<file path="src/hw/exec_cfg.svh">
`ifndef EXEC_CFG_SVH
`define EXEC_CFG_SVH

// data path width
`define LEN_WORD 32

// physical register file has 64 entries
`define LEN_PREG_ADDR 6

// word address into data memory
`define LEN_MEM_ADDR 12

// speculation context tag
`define LEN_CONTEXT 2

// instruction fields
`define LEN_FUNC3 3
`define LEN_FUNC7 7

`endif

</file>
<file path="src/hw/exec_pkg.sv">
`include "exec_cfg.svh"

package exec_pkg;

    typedef enum logic [2:0] {
        ALU,
        SUBST,
        JUMP,
        BRANCH,
        MEM,
        IO
    } exec_type_e;

    typedef enum logic [3:0] {
        ALU_ADD,
        ALU_SUB,
        ALU_SLL,
        ALU_SLT,
        ALU_SLTU,
        ALU_XOR,
        ALU_SRL,
        ALU_SRA,
        ALU_OR,
        ALU_AND
    } alu_op_e;

    typedef enum logic [1:0] {
        MEM_IDLE,
        MEM_ACCESS,
        MEM_WAIT
    } mem_state_e;

    typedef enum logic [1:0] {
        IO_IDLE,
        IO_REQ,
        IO_WAIT,
        IO_FIN
    } io_state_e;

    // io_type: 1 for store / uart write, 0 for load / uart read
    typedef struct packed {
        exec_type_e                exec_type;
        logic                      io_type;
        logic [`LEN_FUNC3-1:0]     func3;
        logic [`LEN_FUNC7-1:0]     func7;
        logic [`LEN_PREG_ADDR-1:0] pa_rd;
        logic [`LEN_WORD-1:0]      d_rs1;
        logic [`LEN_WORD-1:0]      d_rs2;
        logic [`LEN_CONTEXT-1:0]   ctx;
    } exec_info_t;

    typedef struct packed {
        logic                      valid;
        logic [`LEN_PREG_ADDR-1:0] pa_rd;
        logic [`LEN_WORD-1:0]      data;
    } write_d_r_t;

    // hazard means taken, i.e. the not-taken guess was wrong
    typedef struct packed {
        logic                    is_jump;
        logic [`LEN_WORD-1:0]    next_pc;
        logic                    is_branch;
        logic [`LEN_CONTEXT-1:0] ctx;
        logic                    hazard;
    } j_b_info_t;

    typedef struct packed {
        logic                     en;
        logic [`LEN_MEM_ADDR-1:0] a;
        logic [`LEN_WORD-1:0]     sd;
        logic [3:0]               write;
    } mem_req_t;

    typedef struct packed {
        logic                 order;
        logic                 write_flag;
        logic [1:0]           size;
        logic [`LEN_WORD-1:0] o_data;
    } to_uart_t;

    typedef struct packed {
        logic                 accepted;
        logic                 done;
        logic [`LEN_WORD-1:0] i_data;
    } from_uart_t;

endpackage

</file>
<file path="src/hw/alu.sv">
`timescale 1ns/1ps
`include "exec_cfg.svh"

module alu import exec_pkg::*; (
    input  logic                  clk,
    input  logic                  rst_n,
    input  logic                  order,
    input  logic [`LEN_FUNC3-1:0] func3,
    input  logic [`LEN_FUNC7-1:0] func7,
    input  logic                  subst,
    input  logic [`LEN_WORD-1:0]  d_rs1,
    input  logic [`LEN_WORD-1:0]  d_rs2,
    output logic                  accepted,
    output logic                  done,
    output logic [`LEN_WORD-1:0]  rd
);

    localparam int SHW = $clog2(`LEN_WORD);

    alu_op_e              op;
    logic [SHW-1:0]       shamt;
    logic [`LEN_WORD-1:0] result;

    // func7 bit 5 picks sub and sra
    always_comb begin
        case (func3)
            3'b000:  op = func7[5] ? ALU_SUB : ALU_ADD;
            3'b001:  op = ALU_SLL;
            3'b010:  op = ALU_SLT;
            3'b011:  op = ALU_SLTU;
            3'b100:  op = ALU_XOR;
            3'b101:  op = func7[5] ? ALU_SRA : ALU_SRL;
            3'b110:  op = ALU_OR;
            default: op = ALU_AND;
        endcase
    end

    assign shamt = d_rs2[SHW-1:0];

    always_comb begin
        case (op)
            ALU_ADD:  result = d_rs1 + d_rs2;
            ALU_SUB:  result = d_rs1 - d_rs2;
            ALU_SLL:  result = d_rs1 << shamt;
            ALU_SLT:  result = {{(`LEN_WORD-1){1'b0}}, $signed(d_rs1) < $signed(d_rs2)};
            ALU_SLTU: result = {{(`LEN_WORD-1){1'b0}}, d_rs1 < d_rs2};
            ALU_XOR:  result = d_rs1 ^ d_rs2;
            ALU_SRL:  result = d_rs1 >> shamt;
            ALU_SRA:  result = $signed(d_rs1) >>> shamt;
            ALU_OR:   result = d_rs1 | d_rs2;
            default:  result = d_rs1 & d_rs2;
        endcase
    end

    assign accepted = order;

    always_ff @(posedge clk) begin
        if (!rst_n) begin
            done <= 1'b0;
        end else begin
            done <= accepted;
        end
    end

    // register moves just forward rs1
    always_ff @(posedge clk) begin
        if (accepted) begin
            rd <= subst ? d_rs1 : result;
        end
    end

endmodule

</file>
<file path="src/hw/branch_unit.sv">
`timescale 1ns/1ps
`include "exec_cfg.svh"

module branch_unit (
    input  logic                  order,
    input  logic                  is_jump,
    input  logic [`LEN_FUNC3-1:0] func3,
    input  logic [`LEN_WORD-1:0]  d_rs1,
    input  logic [`LEN_WORD-1:0]  d_rs2,
    output logic                  accepted,
    output logic                  done,
    output logic                  taken,
    output logic [`LEN_WORD-1:0]  next_pc,
    output logic [`LEN_WORD-1:0]  rd
);

    logic cond;

    always_comb begin
        case (func3)
            3'b000:  cond = (d_rs1 == d_rs2);
            3'b001:  cond = (d_rs1 != d_rs2);
            3'b100:  cond = ($signed(d_rs1) < $signed(d_rs2));
            3'b101:  cond = ($signed(d_rs1) >= $signed(d_rs2));
            3'b110:  cond = (d_rs1 < d_rs2);
            3'b111:  cond = (d_rs1 >= d_rs2);
            default: cond = 1'b0;
        endcase
    end

    // single cycle unit
    assign accepted = order;
    assign done     = order;

    assign taken = ~is_jump & cond;

    // jump target and return address arrive precomputed
    assign next_pc = d_rs1;
    assign rd      = is_jump ? d_rs2 : '0;

endmodule

</file>
<file path="src/hw/memory_unit.sv">
`timescale 1ns/1ps
`include "exec_cfg.svh"

module memory_unit import exec_pkg::*; (
    input  logic                  clk,
    input  logic                  rst_n,
    input  logic                  order,
    input  logic                  io_type,
    input  logic [`LEN_FUNC3-1:0] func3,
    input  logic [`LEN_WORD-1:0]  d_rs1,
    input  logic [`LEN_WORD-1:0]  d_rs2,
    input  logic [`LEN_WORD-1:0]  mem_ld,
    output logic                  accepted,
    output logic                  done,
    output logic [`LEN_WORD-1:0]  rd,
    output mem_req_t              mem_req
);

    mem_state_e state;

    logic [1:0]               off, off_r;
    logic [3:0]               be, be_r;
    logic [`LEN_WORD-1:0]     sd_lane, sd_r, ld_lane;
    logic [`LEN_MEM_ADDR-1:0] addr_r;
    logic [`LEN_FUNC3-1:0]    func3_r;
    logic                     store_r;

    assign accepted = order & (state == MEM_IDLE);

    // byte lanes for the store
    always_comb begin
        off = d_rs1[1:0];
        case (func3[1:0])
            2'b00:   be = 4'b0001 << off;
            2'b01:   be = 4'b0011 << off;
            default: be = 4'b1111;
        endcase
        sd_lane = d_rs2 << {off, 3'b000};
    end

    always_ff @(posedge clk) begin
        if (!rst_n) begin
            state <= MEM_IDLE;
        end else begin
            case (state)
                MEM_IDLE:   if (accepted) state <= MEM_ACCESS;
                MEM_ACCESS: state <= store_r ? MEM_IDLE : MEM_WAIT;
                default:    state <= MEM_IDLE;
            endcase
        end
    end

    always_ff @(posedge clk) begin
        if (accepted) begin
            addr_r  <= d_rs1[`LEN_MEM_ADDR+1:2];
            off_r   <= off;
            be_r    <= be;
            sd_r    <= sd_lane;
            func3_r <= func3;
            store_r <= io_type;
        end
    end

    assign mem_req.en    = (state == MEM_ACCESS);
    assign mem_req.a     = addr_r;
    assign mem_req.sd    = sd_r;
    assign mem_req.write = (state == MEM_ACCESS && store_r) ? be_r : 4'b0000;

    // store ends at the access, load once the read word is back
    assign done = (state == MEM_ACCESS && store_r) || (state == MEM_WAIT);

    assign ld_lane = mem_ld >> {off_r, 3'b000};

    always_comb begin
        case (func3_r)
            3'b000:  rd = {{(`LEN_WORD-8){ld_lane[7]}}, ld_lane[7:0]};
            3'b001:  rd = {{(`LEN_WORD-16){ld_lane[15]}}, ld_lane[15:0]};
            3'b100:  rd = {{(`LEN_WORD-8){1'b0}}, ld_lane[7:0]};
            3'b101:  rd = {{(`LEN_WORD-16){1'b0}}, ld_lane[15:0]};
            default: rd = ld_lane;
        endcase
    end

endmodule

</file>
<file path="src/hw/io_unit.sv">
`timescale 1ns/1ps
`include "exec_cfg.svh"

module io_unit import exec_pkg::*; (
    input  logic                  clk,
    input  logic                  rst_n,
    input  logic                  order,
    input  logic                  io_type,
    input  logic [`LEN_FUNC3-1:0] func3,
    input  logic [`LEN_WORD-1:0]  d_rs1,
    input  from_uart_t            from_uart,
    output logic                  accepted,
    output logic                  done,
    output logic [`LEN_WORD-1:0]  rd,
    output to_uart_t              to_uart
);

    io_state_e state;

    logic                 write_r;
    logic [1:0]           size_r;
    logic [`LEN_WORD-1:0] o_data_r;

    assign accepted = order & (state == IO_IDLE);

    always_ff @(posedge clk) begin
        if (!rst_n) begin
            state <= IO_IDLE;
        end else begin
            case (state)
                IO_IDLE: if (accepted) state <= IO_REQ;
                // uart may accept and finish in the same cycle
                IO_REQ: begin
                    if (from_uart.accepted) begin
                        state <= from_uart.done ? IO_FIN : IO_WAIT;
                    end
                end
                IO_WAIT: if (from_uart.done) state <= IO_FIN;
                default: state <= IO_IDLE;
            endcase
        end
    end

    always_ff @(posedge clk) begin
        if (accepted) begin
            write_r  <= io_type;
            size_r   <= func3[1:0];
            o_data_r <= d_rs1;
        end
        if ((state == IO_REQ || state == IO_WAIT) && from_uart.done && !write_r) begin
            rd <= from_uart.i_data;
        end
    end

    assign to_uart.order      = (state == IO_REQ);
    assign to_uart.write_flag = write_r;
    assign to_uart.size       = size_r;
    assign to_uart.o_data     = o_data_r;

    assign done = (state == IO_FIN);

endmodule

</file>
<file path="src/hw/exec.sv">
`timescale 1ns/1ps
`include "exec_cfg.svh"

module exec import exec_pkg::*; (
    input  logic       clk,
    input  logic       rst_n,
    input  logic       order,
    input  exec_info_t exec_info,
    input  logic [`LEN_WORD-1:0] mem_ld,
    input  from_uart_t from_uart,
    output logic       accepted,
    output write_d_r_t write_d_r,
    output j_b_info_t  j_b_info,
    output mem_req_t   mem_req,
    output to_uart_t   to_uart,
    output logic       busy
);

    logic busy_r;
    logic order_able;
    logic done;
    logic is_jump_type;

    logic alu_order, alu_accepted, alu_done;
    logic br_order, br_accepted, br_done, br_taken;
    logic mem_order, mem_accepted, mem_done;
    logic io_order, io_accepted, io_done;
    logic [`LEN_WORD-1:0] alu_rd, br_rd, br_next_pc, mem_rd, io_rd;

    logic                      wr_now, wr_buf, wr_next;
    logic [`LEN_PREG_ADDR-1:0] pa_rd_buf, pa_rd_next;
    logic [`LEN_WORD-1:0]      rd_buf, rd_next;

    assign order_able   = order & ~busy_r;
    assign is_jump_type = (exec_info.exec_type == JUMP);

    // unit select
    assign alu_order = order_able &
        (exec_info.exec_type == ALU || exec_info.exec_type == SUBST);
    assign br_order  = order_able & (is_jump_type || exec_info.exec_type == BRANCH);
    assign mem_order = order_able & (exec_info.exec_type == MEM);
    assign io_order  = order_able & (exec_info.exec_type == IO);

    alu alu_i (
        .clk(clk), .rst_n(rst_n), .order(alu_order),
        .func3(exec_info.func3), .func7(exec_info.func7),
        .subst(exec_info.exec_type == SUBST),
        .d_rs1(exec_info.d_rs1), .d_rs2(exec_info.d_rs2),
        .accepted(alu_accepted), .done(alu_done), .rd(alu_rd)
    );

    branch_unit branch_unit_i (
        .order(br_order), .is_jump(is_jump_type), .func3(exec_info.func3),
        .d_rs1(exec_info.d_rs1), .d_rs2(exec_info.d_rs2),
        .accepted(br_accepted), .done(br_done), .taken(br_taken),
        .next_pc(br_next_pc), .rd(br_rd)
    );

    memory_unit memory_unit_i (
        .clk(clk), .rst_n(rst_n), .order(mem_order),
        .io_type(exec_info.io_type), .func3(exec_info.func3),
        .d_rs1(exec_info.d_rs1), .d_rs2(exec_info.d_rs2), .mem_ld(mem_ld),
        .accepted(mem_accepted), .done(mem_done), .rd(mem_rd), .mem_req(mem_req)
    );

    io_unit io_unit_i (
        .clk(clk), .rst_n(rst_n), .order(io_order),
        .io_type(exec_info.io_type), .func3(exec_info.func3),
        .d_rs1(exec_info.d_rs1), .from_uart(from_uart),
        .accepted(io_accepted), .done(io_done), .rd(io_rd), .to_uart(to_uart)
    );

    assign accepted = alu_accepted | br_accepted | mem_accepted | io_accepted;
    assign done     = alu_done | br_done | mem_done | io_done;

    // busy while an accepted instruction has not finished
    always_ff @(posedge clk) begin
        if (!rst_n) begin
            busy_r <= 1'b0;
            wr_buf <= 1'b0;
        end else begin
            busy_r <= ~done & (busy_r | accepted);
            wr_buf <= wr_next;
        end
    end

    assign busy = busy_r | accepted;

    // stores, branches and uart writes leave the register file alone
    always_comb begin
        case (exec_info.exec_type)
            ALU, SUBST, JUMP: wr_now = 1'b1;
            MEM, IO:          wr_now = ~exec_info.io_type;
            default:          wr_now = 1'b0;
        endcase
    end

    // jump and branch finish in the accept cycle, so look through the buffers
    assign wr_next    = accepted ? wr_now : wr_buf;
    assign pa_rd_next = accepted ? exec_info.pa_rd : pa_rd_buf;

    assign rd_next = alu_done ? alu_rd :
                     br_done  ? br_rd  :
                     mem_done ? mem_rd :
                     io_done  ? io_rd  :
                     rd_buf;

    always_ff @(posedge clk) begin
        pa_rd_buf <= pa_rd_next;
        rd_buf    <= rd_next;
    end

    assign write_d_r.valid = done & wr_next;
    assign write_d_r.pa_rd = pa_rd_next;
    assign write_d_r.data  = rd_next;

    assign j_b_info.is_jump   = br_done & is_jump_type;
    assign j_b_info.next_pc   = br_next_pc;
    assign j_b_info.is_branch = br_done & ~is_jump_type;
    assign j_b_info.ctx       = exec_info.ctx;
    assign j_b_info.hazard    = br_done & ~is_jump_type & br_taken;

endmodule

</file>
<file path="config.mk">
export PLATFORM = sky130hd
export DESIGN_NAME = exec
export DESIGN_NICKNAME = d
export VERILOG_FILES = /design/src/hw/exec_pkg.sv /design/src/hw/alu.sv /design/src/hw/branch_unit.sv /design/src/hw/memory_unit.sv /design/src/hw/io_unit.sv /design/src/hw/exec.sv
export VERILOG_INCLUDE_DIRS = /design/src /design/src/hw
export SDC_FILE = /design/constraint.sdc
export NUM_CORES = 1
export LEC_CHECK = 0
export BUFFER_PORTS_ARGS = -buffer_cell sky130_fd_sc_hd__buf_2
export CAP_MARGIN = 20
export CORE_MARGIN = 2
export CORE_UTILIZATION = 45
export DETAILED_ROUTE_END_ITERATION = 12
export PLACE_DENSITY = 0.7
export SYNTH_ARGS = -nofsm -noshare
export SYNTH_HDL_FRONTEND = slang
export SYNTH_HIERARCHICAL = 1
export SYNTH_SLANG_ARGS = --single-unit
</file>
<file path="constraint.sdc">
create_clock -name clk -period 7.15 [get_ports clk]
set_input_delay 0 -clock clk [delete_from_list [all_inputs] [get_ports clk]]
set_output_delay 0 -clock clk [all_outputs]
set_load 0.05 [all_outputs]
</file>
==> impl_results.html <==
<table>
<tr><th>Metric</th><th>Value</th></tr>
<tr><th colspan="2">Critical path</th></tr>
<tr><td>Crit-path most repeated cell</td><td>sky130_fd_sc_hd__inv_1</td></tr>
<tr><td>CP Data Required Time</td><td>approximately 7400 ps</td></tr>
<tr><td>Critical path capture point type</td><td>flop</td></tr>
<tr><td>Max Fanout on Critical Path</td><td>15</td></tr>
<tr><td>Critical Path Start Type</td><td>primary input</td></tr>
<tr><td>Max stage delay cell, worst path</td><td>sky130_fd_sc_hd__ha_1</td></tr>
<tr><td>Longest individual stage delay on the worst path</td><td>580 ps</td></tr>
<tr><td>Path type of the worst setup path</td><td>primary input to flop</td></tr>
<tr><td>Worst r2r path cells</td><td>5</td></tr>
<tr><td>Series of cell instances along the critical path</td><td>dlygate4sd3_1 -&gt; buf_2 -&gt; inv_1 -&gt; ha_1 -&gt; inv_1 -&gt; o31ai_1 -&gt; a31oi_1 -&gt; o2111ai_1 -&gt; nand2_1 -&gt; or3b_1 -&gt; a22oi_1 -&gt; xor2_1 -&gt; a221oi_1 -&gt; a211oi_1</td></tr>
<tr><td>Arrival @ worst endpoint</td><td>~4400 ps</td></tr>
<tr><th colspan="2">Finish</th></tr>
<tr><td>Final-layout fill cell count</td><td>around 4000</td></tr>
<tr><td>Proportion of layout cells with a drive suffix above 1</td><td>between 20% and 30%</td></tr>
<tr><td>Area growth from synthesis to layout</td><td>15.4%</td></tr>
<tr><td>Number of nets in the finished design</td><td>roughly 2800</td></tr>
<tr><th colspan="2">Pwr</th></tr>
<tr><td>Fraction of power spent switching nets</td><td>between 40% and 50%</td></tr>
<tr><td>Net Switching</td><td>between 1.5 and 2 mW</td></tr>
<tr><td>Sequential share of power</td><td>34.0%</td></tr>
<tr><td>Clock group share of total power</td><td>approximately a quarter</td></tr>
<tr><td>Fraction of power consumed by combinational cells</td><td>a little over two fifths</td></tr>
<tr><td>Total power density per cell area</td><td>181 mW/mm2</td></tr>
<tr><td>LEAKAGE</td><td>~9.3 nW</td></tr>
<tr><td>Peak supply drop</td><td>~0.17 mV</td></tr>
<tr><td>Internal portion of total power</td><td>approximately 2.4 mW</td></tr>
<tr><th colspan="2">Synthesis</th></tr>
<tr><td>Cell Area, Synth</td><td>slightly below 0.02 mm2</td></tr>
<tr><td>Synthesized instance count</td><td>2302</td></tr>
<tr><td>Proportion of netlist area held by the largest area contributor</td><td>around a quarter</td></tr>
<tr><td>Number of storage elements in the synthesis netlist</td><td>a little under 200</td></tr>
<tr><td>EDFF count, synth</td><td>approximately 150</td></tr>
<tr><td>Dominant register cell in the synthesized netlist</td><td>sky130_fd_sc_hd__edfxtp_1</td></tr>
<tr><td>Yosys warning total</td><td>6</td></tr>
<tr><td>Sequential element share of the synthesized area</td><td>between 20% and 30%</td></tr>
<tr><td>Number of distinct library cells after synthesis</td><td>104</td></tr>
<tr><td>Most common library cells after synthesis</td><td>sky130_fd_sc_hd__a21oi_1, sky130_fd_sc_hd__nor2_1, sky130_fd_sc_hd__nand2_1, sky130_fd_sc_hd__o21ai_0, sky130_fd_sc_hd__edfxtp_1</td></tr>
<tr><td>Net count after synthesis</td><td>between 2000 and 3000</td></tr>
<tr><td>Fraction of registers with async set/reset</td><td>0%</td></tr>
<tr><td>Synth area leader</td><td>sky130_fd_sc_hd__edfxtp_1</td></tr>
<tr><td>Mean Syn Cell Area</td><td>~8.5 um2</td></tr>
<tr><td>Main area contributors after synthesis</td><td>sky130_fd_sc_hd__edfxtp_1, sky130_fd_sc_hd__ha_1, sky130_fd_sc_hd__a21oi_1</td></tr>
<tr><td>Most common cell in the synthesized netlist</td><td>sky130_fd_sc_hd__a21oi_1</td></tr>
<tr><th colspan="2">GRT</th></tr>
<tr><td>First-pass GRT wire length</td><td>~120000 um</td></tr>
<tr><td>Overflow left after global routing</td><td>0</td></tr>
<tr><td>Overall fraction of global-route tracks in use</td><td>a little under two fifths</td></tr>
<tr><td>Antenna violations before repair</td><td>5</td></tr>
<tr><td>Number of global-route vias before repair</td><td>19101</td></tr>
<tr><td>Largest net degree at the start of global routing</td><td>80</td></tr>
<tr><th colspan="2">Clocking</th></tr>
<tr><td>Worst-skew pair later-pin latency</td><td>between 500 and 600 ps</td></tr>
<tr><td># resized after CTS</td><td>0</td></tr>
<tr><td>Buffer cell driving the clock tree root</td><td>sky130_fd_sc_hd__clkbuf_16</td></tr>
<tr><td>CTS clock-pin slew for the worst setup and hold paths</td><td>80 ps</td></tr>
<tr><td>Clock buffers created by TritonCTS</td><td>17</td></tr>
<tr><td>Number of sinks handled by clock tree synthesis</td><td>roughly 200</td></tr>
<tr><td>TritonCTS clock tree</td><td>yes</td></tr>
<tr><td>Clock tree buffer depth</td><td>2</td></tr>
<tr><td>CTS HTree Levels</td><td>4</td></tr>
<tr><th colspan="2">STA</th></tr>
<tr><td>Final Critical Period</td><td>4210 ps</td></tr>
<tr><td>Slew @ Worst Pin</td><td>around 1200 ps</td></tr>
<tr><td>Final Cycle Share</td><td>58.8%</td></tr>
<tr><td>Relative slew margins</td><td>between 10% and 20%</td></tr>
<tr><td>Post-route worst hold slack</td><td>~0.081 ps</td></tr>
<tr><td>Total of endpoints with negative setup slack in the final report</td><td>0</td></tr>
<tr><td>Setup repair after global routing missed its margin</td><td>no</td></tr>
<tr><td>Largest clock skew in the final design</td><td>between 20 and 25 ps</td></tr>
<tr><td>Total count of hold-check failures in the final report</td><td>0</td></tr>
<tr><td>Max Slew Vio Count</td><td>0</td></tr>
<tr><td>Final setup TNS</td><td>0 ps</td></tr>
<tr><td>Peak clock frequency supported by timing</td><td>between 0.2 and 0.25 GHz</td></tr>
<tr><th colspan="2">Status</th></tr>
<tr><td>Outcome</td><td>complete, no violations</td></tr>
<tr><th colspan="2">Floorplanning</th></tr>
<tr><td># IOs</td><td>between 300 and 400</td></tr>
<tr><td>Die area</td><td>0.0450 mm2</td></tr>
<tr><td>Core area</td><td>0.0430 mm2</td></tr>
<tr><td>Die Span X</td><td>212 um</td></tr>
<tr><td>Number of placement rows</td><td>76</td></tr>
<tr><td>Initial core utilization</td><td>between 40% and 50%</td></tr>
<tr><td>Die Y-Extent</td><td>between 200 and 250 um</td></tr>
<tr><th colspan="2">Placed design</th></tr>
<tr><td>Final weighted congestion of routability-driven global placement</td><td>between 1 and 1.5</td></tr>
<tr><td>DPL Wire Length</td><td>61600 um</td></tr>
<tr><td>Buffers added on ports</td><td>~300</td></tr>
<tr><th colspan="2">Route</th></tr>
<tr><td>Initial detailed-routing violation count</td><td>around 2700</td></tr>
<tr><td>Antenna Nets Post-Route</td><td>0</td></tr>
<tr><td>Post-detailed-route wirelength per cell</td><td>between 20 and 30 um</td></tr>
<tr><td>First drt pass iteration count</td><td>6</td></tr>
<tr><td>Total Routed Length</td><td>85200 um</td></tr>
<tr><td>Number of vias in the routed layout</td><td>just over 20000</td></tr>
<tr><td>Detailed-route vias per instance</td><td>6.46</td></tr>
<tr><td>DRC violations left</td><td>0</td></tr>
<tr><th colspan="2">Min path</th></tr>
<tr><td>Hold depth</td><td>0</td></tr>
<tr><td>Min-delay worst type</td><td>primary input to output pin</td></tr>
<tr><th colspan="2">Job</th></tr>
<tr><td>Number of max-capacitance violations reported</td><td>0</td></tr>
</table>
-- logic make-up (layout without fill, tap and decap cells) --
kind of cell | Yosys count | count (layout) | share of synthesized area (%)
AOI/OAI and AO/OA | 715 | 715 | 23.5
and+or+nand+nor | 660 | 660 | 16.0
buffers and inverters | 361 | 613 | 8.32
muxes | 206 | 206 | 14.0
DFF | 198 | 198 | 28.2
adders and majority gates | 135 | 135 | 8.73
xor gates and xnor gates | 27 | 27 | 1.21
other | 0 | 1 | 0
-- stage by stage --
step           instance area (um2)  util [%]  total power, mW  instances  setup WS (ps)
2_1_floorplan                19500         -             2.53       2302            959
3_3_place_gp                 21100      49.0             3.00       3022           2990
3_5_place_dp                 21100      49.0             3.02       3022           2990
4_1_cts                      22500      52.3             4.03       3138           3070
5_1_grt                      22500      52.4             4.21       3139           2880
6_report                     22500      52.4             4.07       3140           2940
-- cell usage in the layout, fill, tap and decap left out, types with 13 or more instances in the layout --
cell type / netlist / routed
sky130_fd_sc_hd__and3_1: 14 / 14
sky130_fd_sc_hd__buf_2: 51 / 304
sky130_fd_sc_hd__mux4_2: 48 / 48
sky130_fd_sc_hd__buf_4: 45 / 43
sky130_fd_sc_hd__o211ai_1: 28 / 28
sky130_fd_sc_hd__a21oi_1: 232 / 232
sky130_fd_sc_hd__a221oi_1: 27 / 27
sky130_fd_sc_hd__a31oi_1: 25 / 25
sky130_fd_sc_hd__edfxtp_1: 153 / 153
sky130_fd_sc_hd__nand3_1: 31 / 30
sky130_fd_sc_hd__dfxtp_1: 45 / 45
sky130_fd_sc_hd__o21bai_1: 13 / 13
sky130_fd_sc_hd__a21o_1: 17 / 17
sky130_fd_sc_hd__o31ai_1: 13 / 13
sky130_fd_sc_hd__o21ai_0: 155 / 155
sky130_fd_sc_hd__inv_1: 141 / 141
sky130_fd_sc_hd__mux2i_1: 109 / 108
sky130_fd_sc_hd__a22oi_1: 32 / 32
sky130_fd_sc_hd__nand2b_1: 17 / 17
sky130_fd_sc_hd__and2_1: 16 / 15
sky130_fd_sc_hd__nand2_1: 190 / 190
sky130_fd_sc_hd__nor2b_1: 29 / 28
sky130_fd_sc_hd__nor3_1: 46 / 45
sky130_fd_sc_hd__ha_1: 133 / 133
sky130_fd_sc_hd__a211oi_1: 59 / 59
sky130_fd_sc_hd__mux2_2: 46 / 46
sky130_fd_sc_hd__nand4_1: 24 / 24
sky130_fd_sc_hd__xnor2_1: 23 / 23
sky130_fd_sc_hd__dlygate4sd3_1: 0 / 84
sky130_fd_sc_hd__clkbuf_16: 0 / 17
sky130_fd_sc_hd__nor2_1: 228 / 227
-- power groups by stage --
stage,sequential [mW],clock (mW),combinational [mW]
2_1_floorplan,1.44,0,1.09
3_3_place_gp,1.40,0,1.60
3_5_place_dp,1.41,0,1.62
4_1_cts,1.38,0.986,1.66
5_1_grt,1.39,1.02,1.80
6_report,1.38,0.974,1.71
-- final timing paths --
kind,start,endpoint,slack (ps)
setup reg to reg,memory_unit_i/off_r[1]$_DFFE_PP_,rd_buf[16]$_DFF_P_,4330
hold reg to reg,pa_rd_buf[1]$_DFF_P_,pa_rd_buf[1]$_DFF_P_,450
setup / recovery,exec_info[44],alu_i/rd[31]$_DFFE_PP_,2940
hold / removal,exec_info[1],j_b_info[2],0.08
-- cell type report --
cell class	instances	area, um2	share of cell area [%]
clock buffers	19	433	1.92
repair buffers	432	2710	12.0
well taps	585	732	3.25
inverters	149	562	2.50
clock inverters	13	131	0.584
flip-flops and latches	198	5500	24.4
diodes	1	2.50	0.0111
multi-input cells	1743	12400	55.3
-- critical path, delay by kind of cell --
family / cells / cell delay (ps)
buf+inv: 4 / 1390
compound gates: 6 / 1680
xor+xnor: 1 / 110
simple gates: 2 / 650
fa+ha+maj: 1 / 580
-- state kept, by name, indices dropped and copies added (netlist names), 2 cells and up --
| register | cells |
|---|---|
| rd_buf | 32 |
| memory_unit_i/func3_r | 3 |
| memory_unit_i/addr_r | 12 |
| pa_rd_buf | 6 |
| memory_unit_i/off_r | 2 |
| io_unit_i/rd | 32 |
| alu_i/rd | 32 |
| memory_unit_i/be_r | 4 |
| memory_unit_i/sd_r | 32 |
| io_unit_i/o_data_r | 32 |
| memory_unit_i/state | 2 |
| io_unit_i/size_r | 2 |
| io_unit_i/state | 2 |
-- routing by layer --
metal  up-vias  track usage, %  share of wire (%)
met3       254            8.18                 10
li1       8939               -                  -
met4         4            18.0                4.9
met1      9834            48.7                 40
met2      1269            57.6                 45
met5         -               0              0.027
-- what timing repair did --
item / 4_1_cts / 5_1_grt
hold buffers: 84 / 0
setup buffers: 0 / 0
endpoints found under the hold margin: 110 / 0
Note: power is estimated with default switching activity, not from simulation.
